===== src/logic/i8080_defines.svh =====
// i8080 ALU constants
// data width, PSW flag bit positions and the PSW value after reset
`ifndef I8080_DEFINES_SVH
`define I8080_DEFINES_SVH

`define I8080_DATA_W      8

// PSW byte layout is S Z 0 AC 0 P 1 CY
`define I8080_PSW_S       7
`define I8080_PSW_Z       6
`define I8080_PSW_AC      4
`define I8080_PSW_P       2
`define I8080_PSW_CY      0

// only the fixed bit 1 is set after reset
`define I8080_PSW_RESET   8'h02

`endif


===== src/logic/i8080_isa_pkg.sv =====
// i8080 instruction set types
// ALU operation codes for the kept opcodes and the decoded operation
// that passes from the decode stage to the execute stage
`include "i8080_defines.svh"

package i8080_isa_pkg;

   // low three bits follow the ooo field of the opcode,
   // bit 3 selects the 00ooo111 accumulator group
   typedef enum logic [4:0] {
      OP_ADD  = 5'h00,
      OP_ADC  = 5'h01,
      OP_SUB  = 5'h02,
      OP_SBB  = 5'h03,
      OP_ANA  = 5'h04,
      OP_XRA  = 5'h05,
      OP_ORA  = 5'h06,
      OP_CMP  = 5'h07,
      OP_RLC  = 5'h08,
      OP_RRC  = 5'h09,
      OP_RAL  = 5'h0a,
      OP_RAR  = 5'h0b,
      OP_DAA  = 5'h0c,
      OP_CMA  = 5'h0d,
      OP_STC  = 5'h0e,
      OP_CMC  = 5'h0f,
      OP_NONE = 5'h10
   } alu_op_e;

   // operation with the operand byte from the register file or immediate
   typedef struct packed {
      alu_op_e                  op;
      logic [`I8080_DATA_W-1:0] operand;
      logic                     valid;
   } decoded_op_t;

endpackage


===== src/logic/i8080_datapath_pkg.sv =====
// i8080 datapath types
// flag word with its two views, the architectural accumulator and PSW,
// and the raw result handed from execute to flag commit
`include "i8080_defines.svh"

package i8080_datapath_pkg;

   // flag fields in PSW bit order, most significant first
   typedef struct packed {
      logic s;
      logic z;
      logic zero5;
      logic ac;
      logic zero3;
      logic p;
      logic one1;
      logic cy;
   } psw_fields_t;

   // stored by flag name, read out as the PSW byte
   typedef union packed {
      psw_fields_t              f;
      logic [`I8080_DATA_W-1:0] raw;
   } psw_u;

   typedef struct packed {
      logic [`I8080_DATA_W-1:0] acc;
      psw_u                     psw;
   } arch_state_t;

   typedef struct packed {
      i8080_isa_pkg::alu_op_e   op;
      logic [`I8080_DATA_W-1:0] sum;
      logic                     carry7;
      logic                     carry3;
      logic                     x3;
      logic                     r3;
      logic                     valid;
   } exec_result_t;

endpackage


===== src/logic/alu_decode.sv =====
// i8080 ALU decode stage
// classifies the opcode byte into an ALU operation and registers it
// together with the operand byte and the valid strobe
`timescale 1ns/1ps
`include "i8080_defines.svh"

module alu_decode
(
   input  logic                       clk,
   input  logic                       reset,
   input  logic                       op_valid,
   input  logic [`I8080_DATA_W-1:0]   opcode,
   input  logic [`I8080_DATA_W-1:0]   operand,
   output i8080_isa_pkg::decoded_op_t dec
);

   import i8080_isa_pkg::*;

   alu_op_e    op_d;
   logic [2:0] grp;

   // ooo field selects the operation within each group
   assign grp = opcode[5:3];

   always_comb
   begin
      casez (opcode)
         // register form 10ooosss and immediate form 11ooo110
         8'b10??_????,
         8'b11??_?110:
         begin
            op_d = alu_op_e'({2'b00, grp});
         end
         // rotates, DAA, CMA, STC, CMC
         8'b00??_?111:
         begin
            op_d = alu_op_e'({2'b01, grp});
         end
         // anything else passes through and leaves the state alone
         default:
         begin
            op_d = OP_NONE;
         end
      endcase
   end

   always_ff @(posedge clk or posedge reset)
   begin
      if (reset)
      begin
         dec.op      <= OP_NONE;
         dec.operand <= '0;
         dec.valid   <= 1'b0;
      end
      else
      begin
         dec.op      <= op_d;
         dec.operand <= operand;
         dec.valid   <= op_valid;
      end
   end

endmodule


===== src/logic/alu_execute.sv =====
// i8080 ALU execute stage
// operand inverter, ripple adder with bit 3 and bit 7 carries, logic ops,
// rotator and DAA correction; accumulator and flags come forwarded from
// the commit stage
`timescale 1ns/1ps
`include "i8080_defines.svh"

module alu_execute
(
   input  logic                             clk,
   input  logic                             reset,
   input  i8080_isa_pkg::decoded_op_t       dec,
   input  i8080_datapath_pkg::arch_state_t  state_next,
   output i8080_datapath_pkg::exec_result_t ex
);

   import i8080_isa_pkg::*;
   import i8080_datapath_pkg::*;

   logic [`I8080_DATA_W-1:0] acc;
   logic [`I8080_DATA_W-1:0] b_in;
   logic [`I8080_DATA_W-1:0] add_sum;
   logic [`I8080_DATA_W-1:0] res;
   logic [`I8080_DATA_W-1:0] daa_corr;
   logic [`I8080_DATA_W:0]   chain;
   logic                     cy;
   logic                     ac;
   logic                     cin;
   logic                     lo_fix;
   logic                     hi_fix;
   logic                     carry_out;

   assign acc = state_next.acc;
   assign cy  = state_next.psw.f.cy;
   assign ac  = state_next.psw.f.ac;

   // DAA correction, both halves judged on the unadjusted accumulator
   assign lo_fix   = (acc[3:0] > 4'd9) | ac;
   assign hi_fix   = (acc[7:4] > 4'd9) | ((acc[7:4] == 4'd9) & (acc[3:0] > 4'd9)) | cy;
   assign daa_corr = {(hi_fix ? 4'h6 : 4'h0), (lo_fix ? 4'h6 : 4'h0)};

   always_comb
   begin
      case (dec.op)
         OP_ADC:         cin = cy;
         OP_SBB:         cin = ~cy;
         OP_SUB, OP_CMP: cin = 1'b1;
         default:        cin = 1'b0;
      endcase
      // subtracts add the complement
      case (dec.op)
         OP_SUB, OP_SBB, OP_CMP: b_in = ~dec.operand;
         OP_DAA:                 b_in = daa_corr;
         default:                b_in = dec.operand;
      endcase
   end

   // ripple carry chain, chain[4] is the half carry
   always_comb
   begin
      chain[0] = cin;
      for (int i = 0; i < `I8080_DATA_W; i++)
      begin
         add_sum[i]   = acc[i] ^ b_in[i] ^ chain[i];
         chain[i + 1] = (acc[i] & b_in[i]) | (chain[i] & (acc[i] | b_in[i]));
      end
   end

   always_comb
   begin
      res       = acc;
      carry_out = cy;
      case (dec.op)
         OP_ADD, OP_ADC, OP_SUB, OP_SBB, OP_CMP:
         begin
            res       = add_sum;
            carry_out = chain[`I8080_DATA_W];
         end
         OP_DAA:
         begin
            res       = add_sum;
            carry_out = cy | hi_fix;
         end
         OP_ANA: res = acc & dec.operand;
         OP_XRA: res = acc ^ dec.operand;
         OP_ORA: res = acc | dec.operand;
         OP_RLC:
         begin
            res       = {acc[6:0], acc[7]};
            carry_out = acc[7];
         end
         OP_RRC:
         begin
            res       = {acc[0], acc[7:1]};
            carry_out = acc[0];
         end
         // RAL and RAR rotate through the carry
         OP_RAL:
         begin
            res       = {acc[6:0], cy};
            carry_out = acc[7];
         end
         OP_RAR:
         begin
            res       = {cy, acc[7:1]};
            carry_out = acc[0];
         end
         OP_CMA: res = ~acc;
         OP_STC: carry_out = 1'b1;
         OP_CMC: carry_out = ~cy;
         default: res = acc;
      endcase
   end

   always_ff @(posedge clk or posedge reset)
   begin
      if (reset)
      begin
         ex.op     <= OP_NONE;
         ex.sum    <= '0;
         ex.carry7 <= 1'b0;
         ex.carry3 <= 1'b0;
         ex.x3     <= 1'b0;
         ex.r3     <= 1'b0;
         ex.valid  <= 1'b0;
      end
      else
      begin
         ex.op     <= dec.op;
         ex.sum    <= res;
         ex.carry7 <= carry_out;
         ex.carry3 <= chain[4];
         ex.x3     <= dec.operand[3];
         ex.r3     <= acc[3];
         ex.valid  <= dec.valid;
      end
   end

endmodule


===== src/logic/flag_commit.sv =====
// i8080 ALU flag and commit stage
// forms S, Z, AC, P and CY from the execute result, merges them into the
// PSW under a per-operation write mask and holds the accumulator and PSW
`timescale 1ns/1ps
`include "i8080_defines.svh"

module flag_commit
(
   input  logic                             clk,
   input  logic                             reset,
   input  i8080_datapath_pkg::exec_result_t ex,
   output i8080_datapath_pkg::arch_state_t  state,
   output i8080_datapath_pkg::arch_state_t  state_next,
   output logic                             result_valid
);

   import i8080_isa_pkg::*;
   import i8080_datapath_pkg::*;

   psw_u                     new_flags;
   logic [`I8080_DATA_W-1:0] flag_we;
   logic                     acc_we;
   logic                     upd_all;
   logic                     upd_cy;

   always_comb
   begin
      new_flags.f.s     = ex.sum[7];
      new_flags.f.z     = (ex.sum == '0);
      new_flags.f.zero5 = 1'b0;
      new_flags.f.zero3 = 1'b0;
      new_flags.f.p     = ~^ex.sum;
      new_flags.f.one1  = 1'b1;
      new_flags.f.ac    = ex.carry3;
      new_flags.f.cy    = ex.carry7;
      case (ex.op)
         // CY holds the borrow for subtracts
         OP_SUB, OP_SBB, OP_CMP: new_flags.f.cy = ~ex.carry7;
         OP_ANA:
         begin
            new_flags.f.ac = ex.x3 | ex.r3;
            new_flags.f.cy = 1'b0;
         end
         OP_XRA, OP_ORA:
         begin
            new_flags.f.ac = 1'b0;
            new_flags.f.cy = 1'b0;
         end
         default: new_flags.f.cy = ex.carry7;
      endcase
   end

   always_comb
   begin
      acc_we  = 1'b0;
      upd_all = 1'b0;
      upd_cy  = 1'b0;
      case (ex.op)
         OP_ADD, OP_ADC, OP_SUB, OP_SBB, OP_ANA, OP_XRA, OP_ORA, OP_DAA:
         begin
            acc_we  = 1'b1;
            upd_all = 1'b1;
         end
         OP_CMP: upd_all = 1'b1;
         OP_RLC, OP_RRC, OP_RAL, OP_RAR:
         begin
            acc_we = 1'b1;
            upd_cy = 1'b1;
         end
         OP_STC, OP_CMC: upd_cy = 1'b1;
         OP_CMA: acc_we = 1'b1;
         default: acc_we = 1'b0;
      endcase
   end

   // constant PSW bits are never in the mask
   always_comb
   begin
      flag_we                = '0;
      flag_we[`I8080_PSW_S]  = upd_all;
      flag_we[`I8080_PSW_Z]  = upd_all;
      flag_we[`I8080_PSW_AC] = upd_all;
      flag_we[`I8080_PSW_P]  = upd_all;
      flag_we[`I8080_PSW_CY] = upd_all | upd_cy;
   end

   // also the forwarding source for the execute stage
   always_comb
   begin
      state_next = state;
      if (ex.valid)
      begin
         if (acc_we)
            state_next.acc = ex.sum;
         state_next.psw.raw = (state.psw.raw & ~flag_we) | (new_flags.raw & flag_we);
      end
   end

   always_ff @(posedge clk or posedge reset)
   begin
      if (reset)
      begin
         state.acc     <= '0;
         state.psw.raw <= `I8080_PSW_RESET;
         result_valid  <= 1'b0;
      end
      else
      begin
         state        <= state_next;
         result_valid <= ex.valid;
      end
   end

endmodule


===== src/logic/i8080_alu.sv =====
// i8080 ALU top level
// three-stage pipeline of decode, execute and flag commit with the
// next accumulator state forwarded back into execute
`timescale 1ns/1ps
`include "i8080_defines.svh"

module i8080_alu
(
   input  logic                     clk,
   input  logic                     reset,
   input  logic                     op_valid,
   input  logic [`I8080_DATA_W-1:0] opcode,
   input  logic [`I8080_DATA_W-1:0] operand,
   output logic                     result_valid,
   output logic [`I8080_DATA_W-1:0] acc,
   output logic [`I8080_DATA_W-1:0] psw
);

   import i8080_isa_pkg::*;
   import i8080_datapath_pkg::*;

   decoded_op_t  dec;
   exec_result_t ex;
   arch_state_t  state;
   arch_state_t  state_next;

   alu_decode u_decode
   (
      .clk      (clk),
      .reset    (reset),
      .op_valid (op_valid),
      .opcode   (opcode),
      .operand  (operand),
      .dec      (dec)
   );

   alu_execute u_execute
   (
      .clk        (clk),
      .reset      (reset),
      .dec        (dec),
      .state_next (state_next),
      .ex         (ex)
   );

   flag_commit u_commit
   (
      .clk          (clk),
      .reset        (reset),
      .ex           (ex),
      .state        (state),
      .state_next   (state_next),
      .result_valid (result_valid)
   );

   assign acc = state.acc;
   assign psw = state.psw.raw;

endmodule


===== config.mk =====
export PLATFORM = sky130hd
export DESIGN_NAME = i8080_alu
export DESIGN_NICKNAME = d
export VERILOG_FILES = /design/src/logic/i8080_isa_pkg.sv /design/src/logic/i8080_datapath_pkg.sv /design/src/logic/alu_decode.sv /design/src/logic/alu_execute.sv /design/src/logic/flag_commit.sv /design/src/logic/i8080_alu.sv
export VERILOG_INCLUDE_DIRS = /design/src /design/src/logic
export SDC_FILE = /design/constraint.sdc
export NUM_CORES = 1
export LEC_CHECK = 0
export BUFFER_PORTS_ARGS = -buffer_cell sky130_fd_sc_hd__buf_4
export CORE_MARGIN = 1.5
export CORE_UTILIZATION = 53
export CTS_CLUSTER_SIZE = 10
export DETAILED_ROUTE_END_ITERATION = 7
export MAX_ROUTING_LAYER = met4
export PLACE_DENSITY = 0.77
export SETUP_SLACK_MARGIN = 0.1
export SYNTH_ARGS = -nofsm -noshare
export SYNTH_HDL_FRONTEND = slang
export SYNTH_SLANG_ARGS = --single-unit

===== constraint.sdc =====
create_clock -name clk -period 4.69 [get_ports clk]
set_input_delay 0.469 -clock clk [delete_from_list [all_inputs] [get_ports clk]]
set_output_delay 0.469 -clock clk [all_outputs]
set_load 0.05 [all_outputs]

==> metrics.txt, run 1 <==
LEAKAGE around 0.0016 uW; CP startpoint kind flip-flop; CTS buffer count 5; # clock sinks 45; Longest Clk Path Bufs 2; maximum VDD drop 0.2821 mV; Synth async-reset ratio 1.000; Setup WS post-layout approximately 210 ps; CTS tree yes; hpwl dp 5010 um; first-pass GRT wire length 11160 um; clk_skew 9.281 ps; vias in the first global route about 2.3k; Syn Inst Count 280; Pins Over Slew Limit 0; drt wl/cell 16.76 um; pre-CTS setup slack about 110 ps; CTS root buf clkbuf_8; row cnt 26; total gr overflow 0; clk slew on worst S/H paths about 90 ps; die width 76.98 um; worst-skew pair later-pin latency 300 ps; Crit. End Element flip-flop; Overall Global Routing Usage 0.2494; Max Cap Violations 0; Pre-Repair DR Iteration Count 4; minimum clock period 4479 ps; CP Max Fanout 2; Final Hold Viols 0; Post-synth EDFFs 0; GP Congestion 0.9529; fmax 0.2233 GHz; Synth Area per Inst 10.36 um2; dominant synthesized flop cell dfrtp_1; CTS HTree Levels 2; status completed; Die Height between 70 and 80 um; Final ANT Viol Nets 0; CP max stage delay ~410 ps; Seq/Total Area, Yosys 0.3891; RSZ-0062 raised after global routing yes; Worst Max-Slew Pin Slew 936.8 ps; Most common cell on crit path fa_2; NumNets Final approximately 370; routed wire length 6620 um; footprint of the multi-input gates 0.001648 mm2; # setup viols final 0; Ant. Diodes 0; DRC viols 0; # fillers 413; synth warn 0; via/cell ratio between 5 and 6; HP Class in2reg; Starting Density 0.5572; initial antenna violation count 0; Worst Setup Path Type reg2reg; Die ar. 0.005925 mm2; CP max-delay cell or3b_4; Mapped Area 0.002900 mm2; Cell Chain, Critical Path or3b_4, a21boi_2, mux2_4, o21a_1, a211o_1, fa_2, fa_2, a21oi_2, fa_2, inv_2, fa_2, fa_2, fa_2, nor2_2, o21ai_1, a221oi_1, a31oi_1; largest net degree at the start of global routing 46; hold_ws 269.5 ps; Hold-fix buffers, CTS 0; WP data arrival 4650 ps; total power draw 1698 uW; core footprint between 0.005 and 0.006 mm2; initial DRC count 150; pwr/cell area 495.0 mW/mm2; Seq cells post-synth between 40 and 50; DR vias between 2k and 2.5k; part of the cycle the worst path needs 0.9550; register cell area after layout between 0.001 and 0.0015 mm2; ratio of cells with drive above 1 in the final layout 0.2954; worst path required time 4860 ps; Cell variety after synth 66; setup tns final 0 ps; Slew HR 0.3746; Layout area overhead 18.25%; number of port buffers 32; io pins 36
[flip-flops by register name (all words and copies together), names as in the netlist, named ones only]
name                   count
u_commit.result_valid      1
u_commit.state            10
u_decode.dec              14
u_execute.ex              17
[metrics by stage]
stage | instance area (um2) | instances | util
floorplan | 2922 | 281 | -
global placement | 3274 | 384 | 0.6291
detailed placement | 3274 | 384 | 0.6291
CTS | 3405 | 394 | 0.6541
global route | 3430 | 395 | 0.6589
finish | 3430 | 395 | 0.6589
[layout make-up]
type | count | share of cell area
Timing Repair Buffer | 48 | 0.1051
Clock buffer | 5 | 0.02007
Multi-Input combinational cell | 200 | 0.4805
Inverter | 24 | 0.02627
Sequential cell | 45 | 0.3291
Tap cell | 70 | 0.02554
Clock inverter | 3 | 0.01350
[routing by layer]
layer  global-route usage  routed length [um]  vias up
li1                     -                   -     1089
met2               0.3920                3236       83
met3              0.03452                 399       13
met5                    -                   0        -
met1               0.3241                2866     1138
met4               0.1073                 118        0
[synth_stat cells, drive strengths merged (5+ instances only)]
| cell type | number | share of area |
|---|---|---|
| inv | 24 | 0.031 |
| a21oi | 11 | 0.020 |
| a22oi | 7 | 0.018 |
| buf | 9 | 0.021 |
| mux2i | 8 | 0.029 |
| a221oi | 7 | 0.021 |
| nand2b | 6 | 0.013 |
| o21ai | 11 | 0.019 |
| nand2 | 20 | 0.026 |
| nor2b | 8 | 0.018 |
| dfrtp | 43 | 0.37 |
| nor2 | 17 | 0.022 |
| ha | 18 | 0.078 |
| nor3 | 5 | 0.016 |
| mux2 | 9 | 0.038 |
| fa | 6 | 0.041 |
[critical path: cells and delay by family (launching register included)]
kind	cells	cell delay, ps
mux	1	320
buf+inv	1	40
compound gates	7	1150
fa+ha+maj	6	1960
flops	1	390
simple gates	2	500
[final timing paths]
check,slack (ps),endpoint,cells past startpoint,startpoint
setup / recovery,210,u_execute.ex[4],17,u_execute.ex[14]
hold / removal,270,u_decode.dec[0],1,op_valid
setup reg to reg,210,u_execute.ex[4],17,u_execute.ex[14]
hold reg to reg,360,u_execute.ex[0],0,u_decode.dec[0]
max in group asynchronous,3720,u_decode.dec[6],2,reset
min in group asynchronous,370,u_commit.state[15],2,reset
[cell usage in the layout (no fill, tap or decap), types with 3 or more instances in the layout]
cell,count
a211o_1,4
a21oi_1,9
a221o_1,4
a221oi_1,7
a22o_1,4
a22oi_1,6
buf_4,48
clkbuf_8,5
conb_1,3
dfrtp_1,43
fa_2,6
ha_1,18
inv_1,21
inv_2,3
mux2_2,6
mux2_4,3
mux2i_1,7
nand2_1,20
nand2b_1,6
nand3_1,4
nand4_1,3
nor2_1,15
nor2b_1,7
o211ai_1,3
o21ai_0,6
o21ai_1,5
o21bai_1,4
xnor2_1,3
[cell families (layout without fill, tap and decap cells)]
logic type	Yosys count	count (layout)	synth area share
AOI/OAI and AO/OA	76	76	0.2110
other	2	3	0.002589
and+or+nand+nor	76	76	0.1437
muxes	17	17	0.06644
xor gates and xnor gates	4	4	0.01208
DFF	45	45	0.3891
adders and majority gates	24	24	0.1191
buffers and inverters	36	80	0.05608
[where the power goes]
| group | internal [uW] | switching, uW | total (uW) | leakage, uW |
|---|---|---|---|---|
| sequential | 479 | 68.0 | 547 | 0.000554 |
| clock | 159 | 138 | 297 | 0.0000543 |
| combinational | 339 | 514 | 853 | 0.000955 |
[repair_timing]
item	in CTS	in global routing
setup buffers	2	1
gates resized for setup	0	8
endpoints found under the setup margin	1	2
pin swaps	2	9
(Power assumes the default switching activity.)
==> run 2: changes to the inputs <==
- CORE_ASPECT_RATIO: default -> 1.4
==> metrics.txt, run 2 (synthesis gave the netlist of run 1 again) <==
status completed (unchanged); ratio of cells with drive above 1 in the final layout 0.3123 (was 0.2954); first-pass GRT wire length 11580 um (was 11160 um); initial antenna violation count 0 (unchanged); DR vias 2384 (was 2323); fin cells 399 (was 395); CTS HTree Levels 2 (unchanged); Die Height 90.53 um (was 76.98 um); Pre-Repair DR Iteration Count 4 (unchanged); via/cell ratio 5.975 (was 5.881); Starting Density 0.5539 (was 0.5572); dpl cell area 0.003262 mm2 (was 0.003274 mm2); # setup viols final 0 (unchanged); hpwl dp 5200 um (was 5010 um); Max Cap Violations 0 (unchanged); # fillers 421 (was 413); Overall Global Routing Usage 0.2601 (was 0.2494); CP max stage delay 420 ps (was 410 ps); CTS tree yes (unchanged); CP Max Fanout 2 (unchanged); DRC viols 0 (unchanged); max reg flops 17 (unchanged); io pins 36 (unchanged); CTS root buf clkbuf_8 (unchanged); largest registers u_execute.ex: 17 flops, u_decode.dec: 14 flops, u_commit.state: 10 flops (unchanged); worst path required time 4870 ps (was 4860 ps); commonest non-fill, non-tap cell in the layout buf_4 (unchanged); Crit. End Element flip-flop (unchanged); minimum clock period 4541 ps (was 4479 ps); commonest cells after routing, fill and taps aside 56 x buf_4, 43 x dfrtp_1, 21 x inv_1 (was 48 x buf_4, 43 x dfrtp_1, 21 x inv_1); Inst Count DP 379 (was 384); register cell area after layout 0.001129 mm2 (unchanged); routed wire length 7021 um (was 6620 um); RSZ-0062 raised after global routing yes (unchanged); pwr/cell area 505.0 mW/mm2 (was 495.0 mW/mm2); # clock sinks 45 (unchanged); Final Cell Area 0.003521 mm2 (was 0.003430 mm2); HP Class in2reg (unchanged); Worst Setup Path Type reg2reg (unchanged); Setup WS post-layout 149.3 ps (was 211.0 ps); core footprint 0.005236 mm2 (was 0.005205 mm2); flop-to-flop setup slack 150 ps (was 210 ps); CTS buffer count 5 (unchanged); row cnt 31 (was 26); total gr overflow 0 (unchanged); largest net degree at the start of global routing 46 (unchanged); part of the cycle the worst path needs 0.9682 (was 0.9550); worst-skew pair later-pin latency 310 ps (was 300 ps); LEAKAGE 0.001628 uW (was 0.001563 uW); Longest Clk Path Bufs 2 (unchanged); drt wl/cell 17.60 um (was 16.76 um); Ant. Diodes 0 (unchanged); largest register by flop count u_execute.ex (unchanged); WP data arrival 4720 ps (was 4650 ps); Layout area overhead 21.40% (was 18.25%); Die ar. 0.005931 mm2 (was 0.005925 mm2); pre-CTS setup slack 45.90 ps (was 106.7 ps); setup tns final 0 ps (unchanged); CP startpoint kind flip-flop (unchanged); maximum VDD drop 0.2957 mV (was 0.2821 mV); Slew HR 0.3868 (was 0.3746); worst hold path stage count 1 (unchanged); Cell Chain, Critical Path or3b_4, a21boi_4, mux2_4, o21a_1, a211o_1, fa_2, fa_2, a21oi_2, fa_2, inv_2, fa_2, fa_2, fa_2, a22oi_2, nand2_1, a2bb2oi_1 (was or3b_4, a21boi_2, mux2_4, o21a_1, a211o_1, fa_2, fa_2, a21oi_2, fa_2, inv_2, fa_2, fa_2, fa_2, nor2_2, o21ai_1, a221oi_1, a31oi_1); Most common cell on crit path fa_2 (unchanged); fmax 0.2202 GHz (was 0.2233 GHz); die width 65.52 um (was 76.98 um); clk slew on worst S/H paths 90 ps (about the same); Final ANT Viol Nets 0 (unchanged); Pins Over Slew Limit 0 (unchanged); NumNets Final 375 (was 367); vias in the first global route 2433 (was 2269); number of port buffers 32 (unchanged); CP max-delay cell or3b_4 (unchanged); GP Congestion 0.9427 (was 0.9529); Final Hold Viols 0 (unchanged); clk_skew 8.671 ps (was 9.281 ps); Worst Max-Slew Pin Slew 918.5 ps (was 936.8 ps); footprint of the multi-input gates 0.001662 mm2 (was 0.001648 mm2); initial DRC count 212 (was 150); R2R cell count 16 (was 17)
[run 2: cell count changes in the layout (fill, tap and decap cells not counted), sizes merged]
cell / change
inv: +1
bufinv: +1
buf: +8
clkinv: -1
clkinvlp: -1
[run 2: path summary, 6_finish.rpt]
check,start,to
max,u_execute.ex[13],u_execute.ex[12]
min,operand[7],u_decode.dec[8]
max reg2reg,u_execute.ex[13],u_execute.ex[12]
max in group asynchronous,reset,u_commit.state[13]
min reg2reg,u_decode.dec[0],u_execute.ex[0]
min in group asynchronous,reset,u_decode.dec[3]
[run 2: where the power goes]
part	total [uW]	internal [uW]	leakage (uW)	switching, uW
logic	877	350	0.00101	527
clock network	360	215	0.0000687	145
registers	542	479	0.000554	63.0
[run 2: routing by layer]
layer | GRT usage | vias to the layer above | routed length, um
met5 | - | - | 0
met4 | 0.09896 | 0 | 133
met3 | 0.02868 | 15 | 365
met2 | 0.4558 | 101 | 3816
met1 | 0.2993 | 1159 | 2706
li1 | - | 1109 | -
[run 2: critical path, delay by kind of cell, from the launching register on]
family,cells,cell delay (ps)
buffers and inverters,1,40
adder cells (fa/ha/maj),6,2070
AND/OR/NAND/NOR,2,500
multiplexers,1,320
flip-flops,1,390
AO/OA/AOI/OAI,6,1100
[run 2: cell type report]
class | instances | area share
well taps | 66 | 0.02345
flip-flops and latches | 45 | 0.3205
multi-input cells | 200 | 0.4719
clock inverters | 3 | 0.01955
clock buffers | 5 | 0.01955
repair buffers | 56 | 0.1194
inverters | 24 | 0.02559
[run 2: repair_timing]
action	in CTS	in global routing
setup endpoints to repair	2	2
pin swaps	2	8
hold buffers	0	0
setup buffers	11	1
gates resized for setup	0	9
[run 2: metrics by stage]
step	power, uW	hold slack [ps]	utilization
2_1_floorplan	1157	331.2	-
3_3_place_gp	1365	336.6	0.6229
3_5_place_dp	1395	336.3	0.6229
4_1_cts	1761	257.1	0.6650
5_1_grt	1878	252.0	0.6724
6_report	1778	255.5	0.6724
